==> src/hw/mr_pkg.sv <==
/*
 * Frame wrapper shared definitions
 * Port widths, OSD status bit positions and the user-port word views
 */

package mr_pkg;

    // Host status word
    localparam int status_w = 64;

    // DDR port
    localparam int ddr_aw  = 29;
    localparam int ddr_dw  = 64;
    localparam int burst_w = 8;
    localparam int be_w    = ddr_dw / 8;

    // User port and OSD menu
    localparam int user_w = 7;
    localparam int menu_w = 16;

    // Horizontal scaling for CRT
    localparam int st_hsize_en  = 19;
    localparam int st_hsize_lsb = 20;

    // Screen position offsets
    localparam int st_hofs_lsb = 24;
    localparam int st_vofs_lsb = 28;

    // User port modes
    localparam int st_db15 = 37;
    localparam int st_uart = 38;

    // Rotation options overlap the UART enable bit
    localparam int st_flip_lsb = 38;

    // Serial view of the user port
    typedef struct packed {
        logic [user_w-3:0] spare;
        logic              rx;
        logic              tx;
    } uart_view_t;

    // Same seven pins, read as joystick lines or as a serial link
    typedef union packed {
        logic [user_w-1:0] db15;
        uart_view_t        uart;
    } user_port_t;

endpackage

==> src/hw/ddr_port_if.sv <==
/*
 * DDR requester port
 * Burst request signals with a busy back-pressure line
 */

interface ddr_port_if;
    import mr_pkg::*;

    logic [burst_w-1:0] burstcnt;
    logic [ddr_aw-1:0]  addr;
    logic               rd;
    logic               we;
    logic [be_w-1:0]    be;
    logic               busy;

    // Seen from the block that issues requests
    modport requester (
        output burstcnt, addr, rd, we, be,
        input  busy
    );

    // Seen from the arbiter
    modport grant (
        input  burstcnt, addr, rd, we, be,
        output busy
    );

endinterface

==> src/hw/osd_status_decode.sv <==
/*
 * OSD status decoder
 * Registers the configuration fields of the host status word
 * and builds the mask that hides OSD menu entries
 */

module osd_status_decode #(
    parameter int rotate_opts = 0
) (
    input  logic                        clk_sys,
    input  logic                        reset,
    input  logic [mr_pkg::status_w-1:0] status,
    input  logic [6:0]                  core_mod,
    input  logic                        direct_video,
    output logic [3:0]                  hoffset,
    output logic [3:0]                  voffset,
    output logic                        hsize_enable,
    output logic [3:0]                  hsize_scale,
    output logic                        uart_en,
    output logic                        db15_en,
    output logic                        framebuf_flip,
    output logic [mr_pkg::menu_w-1:0]   menumask
);
    import mr_pkg::*;

    logic [menu_w-1:0] mask_next;

    // A high mask bit hides the menu item
    always_comb begin
        mask_next    = '0;
        mask_next[0] = direct_video;
        mask_next[2] = ~status[st_hsize_en];
        if (rotate_opts != 0) begin
            // Extra rotate entries shown for vertical games
            mask_next[4] = ~core_mod[0];
            mask_next[1] = 1'b1;
        end else begin
            mask_next[4] = 1'b1;
            mask_next[1] = ~core_mod[0];
        end
    end

    always_ff @(posedge clk_sys) begin
        if (reset) begin
            hoffset       <= '0;
            voffset       <= '0;
            hsize_enable  <= 1'b0;
            hsize_scale   <= '0;
            uart_en       <= 1'b0;
            db15_en       <= 1'b0;
            framebuf_flip <= 1'b0;
            menumask      <= '0;
        end else begin
            hoffset       <= status[st_hofs_lsb +: 4];
            voffset       <= status[st_vofs_lsb +: 4];
            hsize_enable  <= status[st_hsize_en];
            hsize_scale   <= status[st_hsize_lsb +: 4];
            uart_en       <= status[st_uart];
            db15_en       <= status[st_db15];
            // Rotation field value two selects the flipped frame buffer
            framebuf_flip <= status[st_flip_lsb +: 2] == 2'd2;
            menumask      <= mask_next;
        end
    end

endmodule

==> src/hw/user_port_mux.sv <==
/*
 * User port driver
 * Drives the 7-pin port as DB15 joystick, UART or idle lines
 */

module user_port_mux (
    input  logic               clk_sys,
    input  logic               reset,
    input  logic               db15_en,
    input  logic               uart_en,
    input  mr_pkg::user_port_t db15_word,
    input  logic               uart_tx,
    input  logic               game_tx,
    input  mr_pkg::user_port_t user_in,
    output mr_pkg::user_port_t user_out,
    output logic               game_rx
);
    import mr_pkg::*;

    user_port_t drive;

    // DB15 wins over UART, idle lines float high
    always_comb begin
        drive.db15 = '1;
        if (db15_en) begin
            drive = db15_word;
        end else if (uart_en) begin
            // Core and cheat UARTs share the tx line
            drive.uart.tx = uart_tx & game_tx;
        end
    end

    always_ff @(posedge clk_sys) begin
        if (reset) begin
            user_out.db15 <= '1;
        end else begin
            user_out <= drive;
        end
    end

    // Receive line idles high when the UART is off
    assign game_rx = uart_en ? user_in.uart.rx : 1'b1;

endmodule

==> src/hw/ddr_arbiter.sv <==
/*
 * DDR port arbiter
 * Shares one DDR port between the ROM loader and the rotation buffer,
 * switching only once read data in flight has come back
 */

module ddr_arbiter (
    input  logic                       clk_sys,
    input  logic                       reset,
    input  logic                       downloading,
    ddr_port_if.grant                  ld,
    ddr_port_if.grant                  rot,
    input  logic                       ddr_busy,
    input  logic                       ddr_dout_ready,
    output logic [mr_pkg::burst_w-1:0] ddr_burstcnt,
    output logic [mr_pkg::ddr_aw-1:0]  ddr_addr,
    output logic                       ddr_rd,
    output logic                       ddr_we,
    output logic [mr_pkg::be_w-1:0]    ddr_be
);
    import mr_pkg::*;

    // Room for several bursts in flight
    localparam int cnt_w = burst_w + 4;

    logic               grant_ld;
    logic [cnt_w-1:0]   pending;
    logic [cnt_w-1:0]   add_beats;
    logic [cnt_w-1:0]   sub_beats;
    logic               sel_rd;
    logic               sel_we;
    logic               owner_req;
    logic               acc_rd;
    logic               quiet;

    // Request mux from the granted side
    always_comb begin
        if (grant_ld) begin
            ddr_burstcnt = ld.burstcnt;
            ddr_addr     = ld.addr;
            ddr_be       = ld.be;
            sel_rd       = ld.rd;
            sel_we       = ld.we;
        end else begin
            ddr_burstcnt = rot.burstcnt;
            ddr_addr     = rot.addr;
            ddr_be       = rot.be;
            sel_rd       = rot.rd;
            sel_we       = rot.we;
        end
    end

    // No request reaches the memory while in reset
    assign ddr_rd = sel_rd & ~reset;
    assign ddr_we = sel_we & ~reset;

    // The side without the grant is always stalled
    assign ld.busy  = reset | ~grant_ld | ddr_busy;
    assign rot.busy = reset |  grant_ld | ddr_busy;

    assign owner_req = sel_rd | sel_we;
    assign acc_rd    = ddr_rd & ~ddr_busy;
    assign quiet     = (pending == '0) && !owner_req;

    assign add_beats = acc_rd ? cnt_w'(ddr_burstcnt) : '0;
    assign sub_beats = ddr_dout_ready ? cnt_w'(1) : '0;

    // Read beats still owed by the memory
    always_ff @(posedge clk_sys) begin
        if (reset) begin
            pending <= '0;
        end else begin
            pending <= pending + add_beats - sub_beats;
        end
    end

    // Loader owns the port during download, rotator otherwise
    always_ff @(posedge clk_sys) begin
        if (reset) begin
            grant_ld <= 1'b0;
        end else if (quiet && (grant_ld != downloading)) begin
            grant_ld <= downloading;
        end
    end

endmodule

==> src/hw/mr_frame_top.sv <==
/*
 * Arcade frame control glue
 * OSD status decode, user-port drive and DDR sharing between
 * the ROM loader and the screen rotator
 */

module mr_frame_top #(
    parameter int rotate_opts = 0
) (
    input  logic                        clk_sys,
    input  logic                        reset,
    // OSD configuration
    input  logic [mr_pkg::status_w-1:0] status,
    input  logic [6:0]                  core_mod,
    input  logic                        direct_video,
    // User port
    input  logic [mr_pkg::user_w-1:0]   db15_word,
    input  logic                        uart_tx,
    input  logic                        game_tx,
    input  logic [mr_pkg::user_w-1:0]   user_in,
    output logic [mr_pkg::user_w-1:0]   user_out,
    output logic                        game_rx,
    output logic                        uart_en,
    output logic                        db15_en,
    // Decoded settings
    output logic [3:0]                  hoffset,
    output logic [3:0]                  voffset,
    output logic                        hsize_enable,
    output logic [3:0]                  hsize_scale,
    output logic                        framebuf_flip,
    output logic [mr_pkg::menu_w-1:0]   menumask,
    input  logic                        downloading,
    // Fast ROM loader
    input  logic [mr_pkg::burst_w-1:0]  ld_burstcnt,
    input  logic [mr_pkg::ddr_aw-1:0]   ld_addr,
    input  logic                        ld_rd,
    input  logic                        ld_we,
    input  logic [mr_pkg::be_w-1:0]     ld_be,
    output logic                        ld_busy,
    // Screen rotation
    input  logic [mr_pkg::burst_w-1:0]  rot_burstcnt,
    input  logic [mr_pkg::ddr_aw-1:0]   rot_addr,
    input  logic                        rot_rd,
    input  logic                        rot_we,
    input  logic [mr_pkg::be_w-1:0]     rot_be,
    output logic                        rot_busy,
    // DDR memory port
    input  logic                        ddr_busy,
    input  logic                        ddr_dout_ready,
    output logic [mr_pkg::burst_w-1:0]  ddr_burstcnt,
    output logic [mr_pkg::ddr_aw-1:0]   ddr_addr,
    output logic                        ddr_rd,
    output logic                        ddr_we,
    output logic [mr_pkg::be_w-1:0]     ddr_be
);

    ddr_port_if ld_port ();
    ddr_port_if rot_port ();

    assign ld_port.burstcnt = ld_burstcnt;
    assign ld_port.addr     = ld_addr;
    assign ld_port.rd       = ld_rd;
    assign ld_port.we       = ld_we;
    assign ld_port.be       = ld_be;
    assign ld_busy          = ld_port.busy;

    assign rot_port.burstcnt = rot_burstcnt;
    assign rot_port.addr     = rot_addr;
    assign rot_port.rd       = rot_rd;
    assign rot_port.we       = rot_we;
    assign rot_port.be       = rot_be;
    assign rot_busy          = rot_port.busy;

    osd_status_decode #(.rotate_opts(rotate_opts)) u_decode (
        .clk_sys       (clk_sys),
        .reset         (reset),
        .status        (status),
        .core_mod      (core_mod),
        .direct_video  (direct_video),
        .hoffset       (hoffset),
        .voffset       (voffset),
        .hsize_enable  (hsize_enable),
        .hsize_scale   (hsize_scale),
        .uart_en       (uart_en),
        .db15_en       (db15_en),
        .framebuf_flip (framebuf_flip),
        .menumask      (menumask)
    );

    // Mode enables come straight from the decoder
    user_port_mux u_user (
        .clk_sys   (clk_sys),
        .reset     (reset),
        .db15_en   (db15_en),
        .uart_en   (uart_en),
        .db15_word (db15_word),
        .uart_tx   (uart_tx),
        .game_tx   (game_tx),
        .user_in   (user_in),
        .user_out  (user_out),
        .game_rx   (game_rx)
    );

    ddr_arbiter u_ddrmux (
        .clk_sys        (clk_sys),
        .reset          (reset),
        .downloading    (downloading),
        .ld             (ld_port.grant),
        .rot            (rot_port.grant),
        .ddr_busy       (ddr_busy),
        .ddr_dout_ready (ddr_dout_ready),
        .ddr_burstcnt   (ddr_burstcnt),
        .ddr_addr       (ddr_addr),
        .ddr_rd         (ddr_rd),
        .ddr_we         (ddr_we),
        .ddr_be         (ddr_be)
    );

endmodule

==> config.mk <==
export PLATFORM = sky130hd
export DESIGN_NAME = mr_frame_top
export DESIGN_NICKNAME = d
export VERILOG_FILES = /design/src/hw/mr_pkg.sv /design/src/hw/ddr_port_if.sv /design/src/hw/osd_status_decode.sv /design/src/hw/user_port_mux.sv /design/src/hw/ddr_arbiter.sv /design/src/hw/mr_frame_top.sv
export SDC_FILE = /design/constraint.sdc
export NUM_CORES = 1
export LEC_CHECK = 0
export ABC_CLOCK_PERIOD_IN_PS = 3790
export CORE_AREA = 2 2 106 108
export CTS_BUF_LIST = sky130_fd_sc_hd__clkbuf_8
export CTS_CLUSTER_SIZE = 16
export DETAILED_ROUTE_END_ITERATION = 10
export DIE_AREA = 0 0 108 110
export DONT_BUFFER_PORTS = 1
export PLACE_DENSITY = 0.4
export SLEW_MARGIN = 25
export SYNTH_ARGS = -nofsm -noshare
export SYNTH_HDL_FRONTEND = slang
export SYNTH_SLANG_ARGS = --single-unit
==> constraint.sdc <==
create_clock -name clk_sys -period 3.79 [get_ports clk_sys]
set_input_delay 0.379 -clock clk_sys [delete_from_list [all_inputs] [get_ports clk_sys]]
set_output_delay 0.379 -clock clk_sys [all_outputs]
set_load 0.05 [all_outputs]
* Word-level counts from Yosys, hierarchy flattened
Cells that the tools add are included.
Operators by class: reduce and logical (&&, ||, !) cells 5, bitwise logic cells 15, equal/unequal tests 2, multiplexer cells 11, $add $sub $neg 2
Operators by type and width (number):
- 29-bit two-way mux | 1
- 8-bit two-way mux | 3
- 12-bit adder | 1
- 12-bit logical NOT | 1
- 12-bit subtractor | 1
- 1-bit two-way mux | 6
- 1-bit NOT | 6
- 5-bit two-way mux | 1
- 1-bit OR | 5
- 1-bit bitwise AND | 4
- 2-bit == test (second input constant) | 1
- 1-bit logical AND | 2
- 2-bit OR reduction | 1
- 1-bit logical NOT | 1
- 1-bit inequality test | 1
Word-level totals: output and inout bits 89, flip-flop bits (word level) 52, input port bits 187

* Depth between registers and ports, before layout
depth after elaboration 6, mapped depth 12, mapped depth without buffers 11

* Hierarchy
Synthesis repeated with hierarchy kept, for this count alone.
Second synthesis, totals: cell total of the unflattened synthesis 268, area total of the unflattened synthesis 2531.2 µm²
By module, submodules not included:
- ddr_arbiter | times used 1, cells an instance 194, sequential area each 260.2 µm², area each 1674.1 µm²
- osd_status_decode | times used 1, cells an instance 55, sequential area each 400.4 µm², area each 634.4 µm²
- user_port_mux | times used 1, cells an instance 19, sequential area each 140.1 µm², area each 222.7 µm²

* Worst setup path after synthesis
No wires, ideal clock.
path kind input port to flip-flop, start input reset, end register u_ddrmux.pending[11], path slack 0.772 ns, path buffers 1, cell stages on the path 11, arrival 2.894 ns, setup time 0.123 ns, path through clkbuf_1 > nor3_1 > nand2_1 > ha_1 > inv_1 > ha_1 > a211oi_2 > o21bai_1 > a21o_1 > a221oi_2 > mux2_1
Between the ends: word-level cells in the longest chain between the ends 6
Ends and longest elaborated chain:
- start, declared | RTL line mr_frame_top.sv:11 | input logic reset,
- 1-bit NOT | RTL line ddr_arbiter.sv:54 | assign ddr_rd = sel_rd & ~reset;
- 1-bit bitwise AND | RTL line ddr_arbiter.sv:54
- 1-bit bitwise AND | RTL line ddr_arbiter.sv:62 | assign acc_rd = ddr_rd & ~ddr_busy;
- 8-bit two-way mux | RTL line ddr_arbiter.sv:65 | assign add_beats = acc_rd ? cnt_w'(ddr_burstcnt) : '0;
- 12-bit adder | RTL line ddr_arbiter.sv:73 | pending <= pending + add_beats - sub_beats;
- 12-bit subtractor | RTL line ddr_arbiter.sv:73
- end signal, assigned | RTL line ddr_arbiter.sv:73
- end, declared | RTL line ddr_arbiter.sv:27 | logic [cnt_w-1:0] pending;
Parallel ways exist; a longest one is shown, timed or not. A chain may end at the register's enable or synchronous reset.

* Worst setup path after layout
start register u_ddrmux.grant_ld, end register u_ddrmux.pending[11]
Between the ends: elaborated cells between the ends (all ways) 7
RTL lines:
- start, declared | RTL line ddr_arbiter.sv:26 | logic grant_ld;
- start signal, assigned | RTL line ddr_arbiter.sv:82 | grant_ld <= downloading;
- 8-bit two-way mux | RTL line ddr_arbiter.sv:38 | if (grant_ld) begin
- via ddr_burstcnt, one bit | RTL line mr_frame_top.sv:50 | output logic [mr_pkg::burst_w-1:0] ddr_burstcnt,
- 8-bit two-way mux | RTL line ddr_arbiter.sv:65
- 12-bit adder | RTL line ddr_arbiter.sv:73
- 12-bit subtractor | RTL line ddr_arbiter.sv:73
The timed path passes the listed nets, and every way through them passes these cells.

==> flow_metrics.env <==
export IMPL_synth_yosys_seq_area_share_pct=31.67
export IMPL_ant_nets=0
export IMPL_yosysUniqueCellTypes=36
export IMPL_globalplace_congestion=0.7678
export IMPL_clock_sinks=40
export IMPL_cts_tree="yes"
export IMPL_p_leak_uw=0.001147
export IMPL_avgRoutedWirePerCell_um=17.25
export IMPL_preCtsSetupSlack_ns=0.5996
export IMPL_critical_path_class="reg2reg"
export IMPL_areaGrowthSynthToFinish_pct=10.34
export IMPL_synth_avg_cell_area_um2=9.162
export IMPL_synth_top_area_share_pct=31.67
export IMPL_max_slew_worst_pin_slew_ns=0.9037
export IMPL_io_pin_count=276
export IMPL_synth_top_family_by_area="multiplexers"
export IMPL_min_path_type="in2reg"
export IMPL_grt_max_degree=41
export IMPL_yosys_area_share_simple_pct=14.94
export IMPL_yosys_area_share_adder_pct=11.18
export IMPL_grt_antenna_before_repair=0
export IMPL_crit_slowest_cell="mux2_2"
export IMPL_vdd_ir_drop_max_v=0.0002766
export IMPL_h_tree_depth=2
export IMPL_syn_area_um2=2529
export IMPL_slowest_delay_ns=0.53
export IMPL_synth_xor_area_share_pct=2.425
export IMPL_drcViolationCount=0
export IMPL_n_antenna_cell=0
export IMPL_timing_rr_end="u_ddrmux.pending[11]$_SDFF_PP0_"
export IMPL_die_y_um=110
export IMPL_finClkSkew_ns=0.009997
export IMPL_start_util_pct=23.64
export IMPL_setup_ws_ns=0.5920
export IMPL_ctsHoldBuffers=0
export IMPL_viasPerCell=4.423
export IMPL_overflow=0
export IMPL_clock_root_buffer="clkbuf_8"
export IMPL_synthMuxAreaShare_pct=22.07
export IMPL_cts_made_buffers=5
export IMPL_status="finished, final reports clean"
export IMPL_dp_hpwl_mm=6.063
export IMPL_cp_end_kind="flip-flop"
export IMPL_critical_path_cell_chain="buf_4 -> mux2_2 -> nand2_1 -> ha_1 -> inv_1 -> ha_1 -> a21oi_1 -> o21ai_1 -> a21o_1 -> a221oi_2 -> mux2_1"
export IMPL_clk_pin_slew_ns=0.09
export IMPL_post_route_cells_drive_above_1_share_pct=23.13
export IMPL_grt_pass1_wl_mm=9.873
export IMPL_clk_latency_ns=0.30
export IMPL_synth_compound_area_share_pct=7.768
export IMPL_grt_usage_pct=11.39
export IMPL_cts_resized_gates=0
export IMPL_drv_slew=0
export IMPL_vias=1862
export IMPL_drtPass1Iterations=4
export IMPL_fin_util_pct=26.08
export IMPL_power_total_uw=1966
export IMPL_powerDensity_nw_per_um2=704.6
export IMPL_fp_coreArea_um2=10700
export IMPL_cp_endpoint="u_ddrmux.pending[11]$_SDFF_PP0_"
export IMPL_grt_pass1_vias=1807
export IMPL_hold_violations=0
export IMPL_reg2reg_from="u_ddrmux.grant_ld$_SDFFE_PP0P_"
export IMPL_n_fill_cell=1148
export IMPL_post_route_period_util_pct=84.38
export IMPL_crit_top_cell="ha_1"
export IMPL_layout_nets=489
export IMPL_critPathLaunch="u_ddrmux.grant_ld$_SDFFE_PP0P_"
export IMPL_r2r_cells=11
export IMPL_post_cts_buffers=0
export IMPL_fmax_mhz=312.7
export IMPL_clockBufferDepth=2
export IMPL_yosysWarnings=0
export IMPL_drt_iter0_markers=41
export IMPL_synth_seq_cells=40
export IMPL_cap_viol_max_count=0
export IMPL_r2r_slack_ns=0.59
export IMPL_startpoint_type="flip-flop"
export IMPL_crit_path_max_fanout=40
export IMPL_yosys_top_cells_area="dfxtp_1 (32%), mux2_2 (20%), ha_1 (10%)"
export IMPL_rsz0062_at_grt="false"
export IMPL_crit_arrival_ns=3.38
export IMPL_num_rows=38
export IMPL_wl_mm=7.263
export IMPL_synth_area_leader_cell="dfxtp_1"
export IMPL_tns_ns=0
export IMPL_worstPathRequired_ns=3.97
export IMPL_finalSetupViolations=0
export IMPL_layout_min_cycle_time_ns=3.198
export IMPL_die_area_um2=11880
export IMPL_io_buffers=0
export IMPL_syn_inst=276
export IMPL_dieWidth_um=108
export IMPL_maxSlewHeadroom_pct=39.53
==> critical path, delay by kind of cell, from the launching register on <==
kind / cells / cell delay (ns)
AO/OA/AOI/OAI: 4 / 0.86
adder cells (fa/ha/maj): 2 / 0.46
buffers and inverters: 2 / 0.45
flip-flops: 1 / 0.33
multiplexers: 2 / 0.87
AND/OR/NAND/NOR: 1 / 0.11
==> cell usage in the layout, fill, tap and decap left out, types with 2 or more instances in the layout <==
cell      Yosys  final
a211oi_1      2      2
a211oi_2      2      2
a21o_1        4      4
a21oi_1       5      5
a31oi_1       2      2
and2_1        2      2
buf_4        12      8
clkbuf_8      0      5
conb_1        1     12
dfxtp_1      40     39
ha_1         21     21
inv_1        31     31
mux2_2       45     45
mux2i_1       4      4
nand2_1      12     12
nand2b_1      9      9
nand4_1       2      2
nor2_1       22     22
nor2b_1      20     20
nor3_1        3      3
o21ai_0       7      7
o21ai_1       3      3
xnor2_1       3      3
xor2_1        4      4
==> synth_stat cells <==
cell	instances
nor4_1	1
mux2_2	45
buf_2	3
and2_1	2
nor3_1	3
nor2b_1	20
a21oi_1	5
ha_1	21
nand2_1	12
conb_1	1
nor3b_1	1
a31oi_1	2
fa_1	1
xor2_1	4
dfxtp_1	40
nand2b_1	9
clkbuf_1	6
xnor2_1	3
buf_1	1
mux2i_1	4
a221oi_1	1
or3_1	1
buf_4	12
a211oi_1	2
a211oi_2	2
nor4b_1	1
o21bai_1	1
inv_1	31
o21ai_1	3
nor2_1	22
a221oi_2	1
o211ai_1	1
a21o_1	4
nand4_1	2
mux2_1	1
o21ai_0	7
==> cells by family (layout without fill, tap and decap cells) <==
family | count (synthesis) | count (layout)
xor+xnor | 7 | 7
fa+ha+maj | 22 | 22
buf+inv | 53 | 47
simple gates | 74 | 74
compound gates | 29 | 29
mux | 50 | 50
flops | 40 | 40
other cells | 1 | 12
==> power breakdown <==
part,leakage (uW),switching (uW),internal (uW)
registers,0.000333,76.6,489
logic,0.000759,605,426
clock network,0.0000548,172,199
total,0.00115,853,1110
==> worst min-delay path by stage <==
stage	from	end	slack [ns]	cells after the start
after floorplan	core_mod[0]	u_decode.menumask[1]$_SDFF_PP0_	0.45	1
after global placement	core_mod[0]	u_decode.menumask[1]$_SDFF_PP0_	0.45	1
after detailed placement	core_mod[0]	u_decode.menumask[1]$_SDFF_PP0_	0.45	1
after CTS	core_mod[0]	u_decode.menumask[1]$_SDFF_PP0_	0.12	1
after global routing	status[19]	u_decode.menumask[2]$_SDFF_PP0_	0.11	1
final	core_mod[0]	u_decode.menumask[1]$_SDFF_PP0_	0.14	1
==> metrics by stage <==
step | instances | instance area, um2 | hold slack, ns
finish | 421 | 2790 | 0.1362
global route | 421 | 2790 | 0.1149
CTS | 421 | 2790 | 0.1241
detailed placement | 413 | 2675 | 0.4488
global placement | 413 | 2675 | 0.4464
floorplan | 287 | 2570 | 0.4457
==> routing by layer <==
metal	global-route usage, %	wire, um
met1	14.83	3241
met2	18.82	3414
met3	3.233	548
met4	2.473	59
met5	0	0
==> final cells by class <==
cell class | instances | area, um2 | area share [%]
Inverter | 31 | 116.4 | 4.170
Timing Repair Buffer | 8 | 60.06 | 2.152
Multi-Input combinational cell | 194 | 1521 | 54.53
Tap cell | 140 | 175.2 | 6.278
Clock buffer | 5 | 68.82 | 2.466
Clock inverter | 3 | 46.29 | 1.659
Sequential cell | 40 | 802.0 | 28.74
==> sequential cells by signal, indices dropped and copies added, names as in the netlist, 4 cells and up <==
name and count:
u_user.user_out 7, u_decode.hoffset 4, u_decode.hsize_scale 4, u_decode.menumask 4, u_decode.voffset 4, u_ddrmux.pending 12
Note: power is estimated with default switching activity, not from simulation.
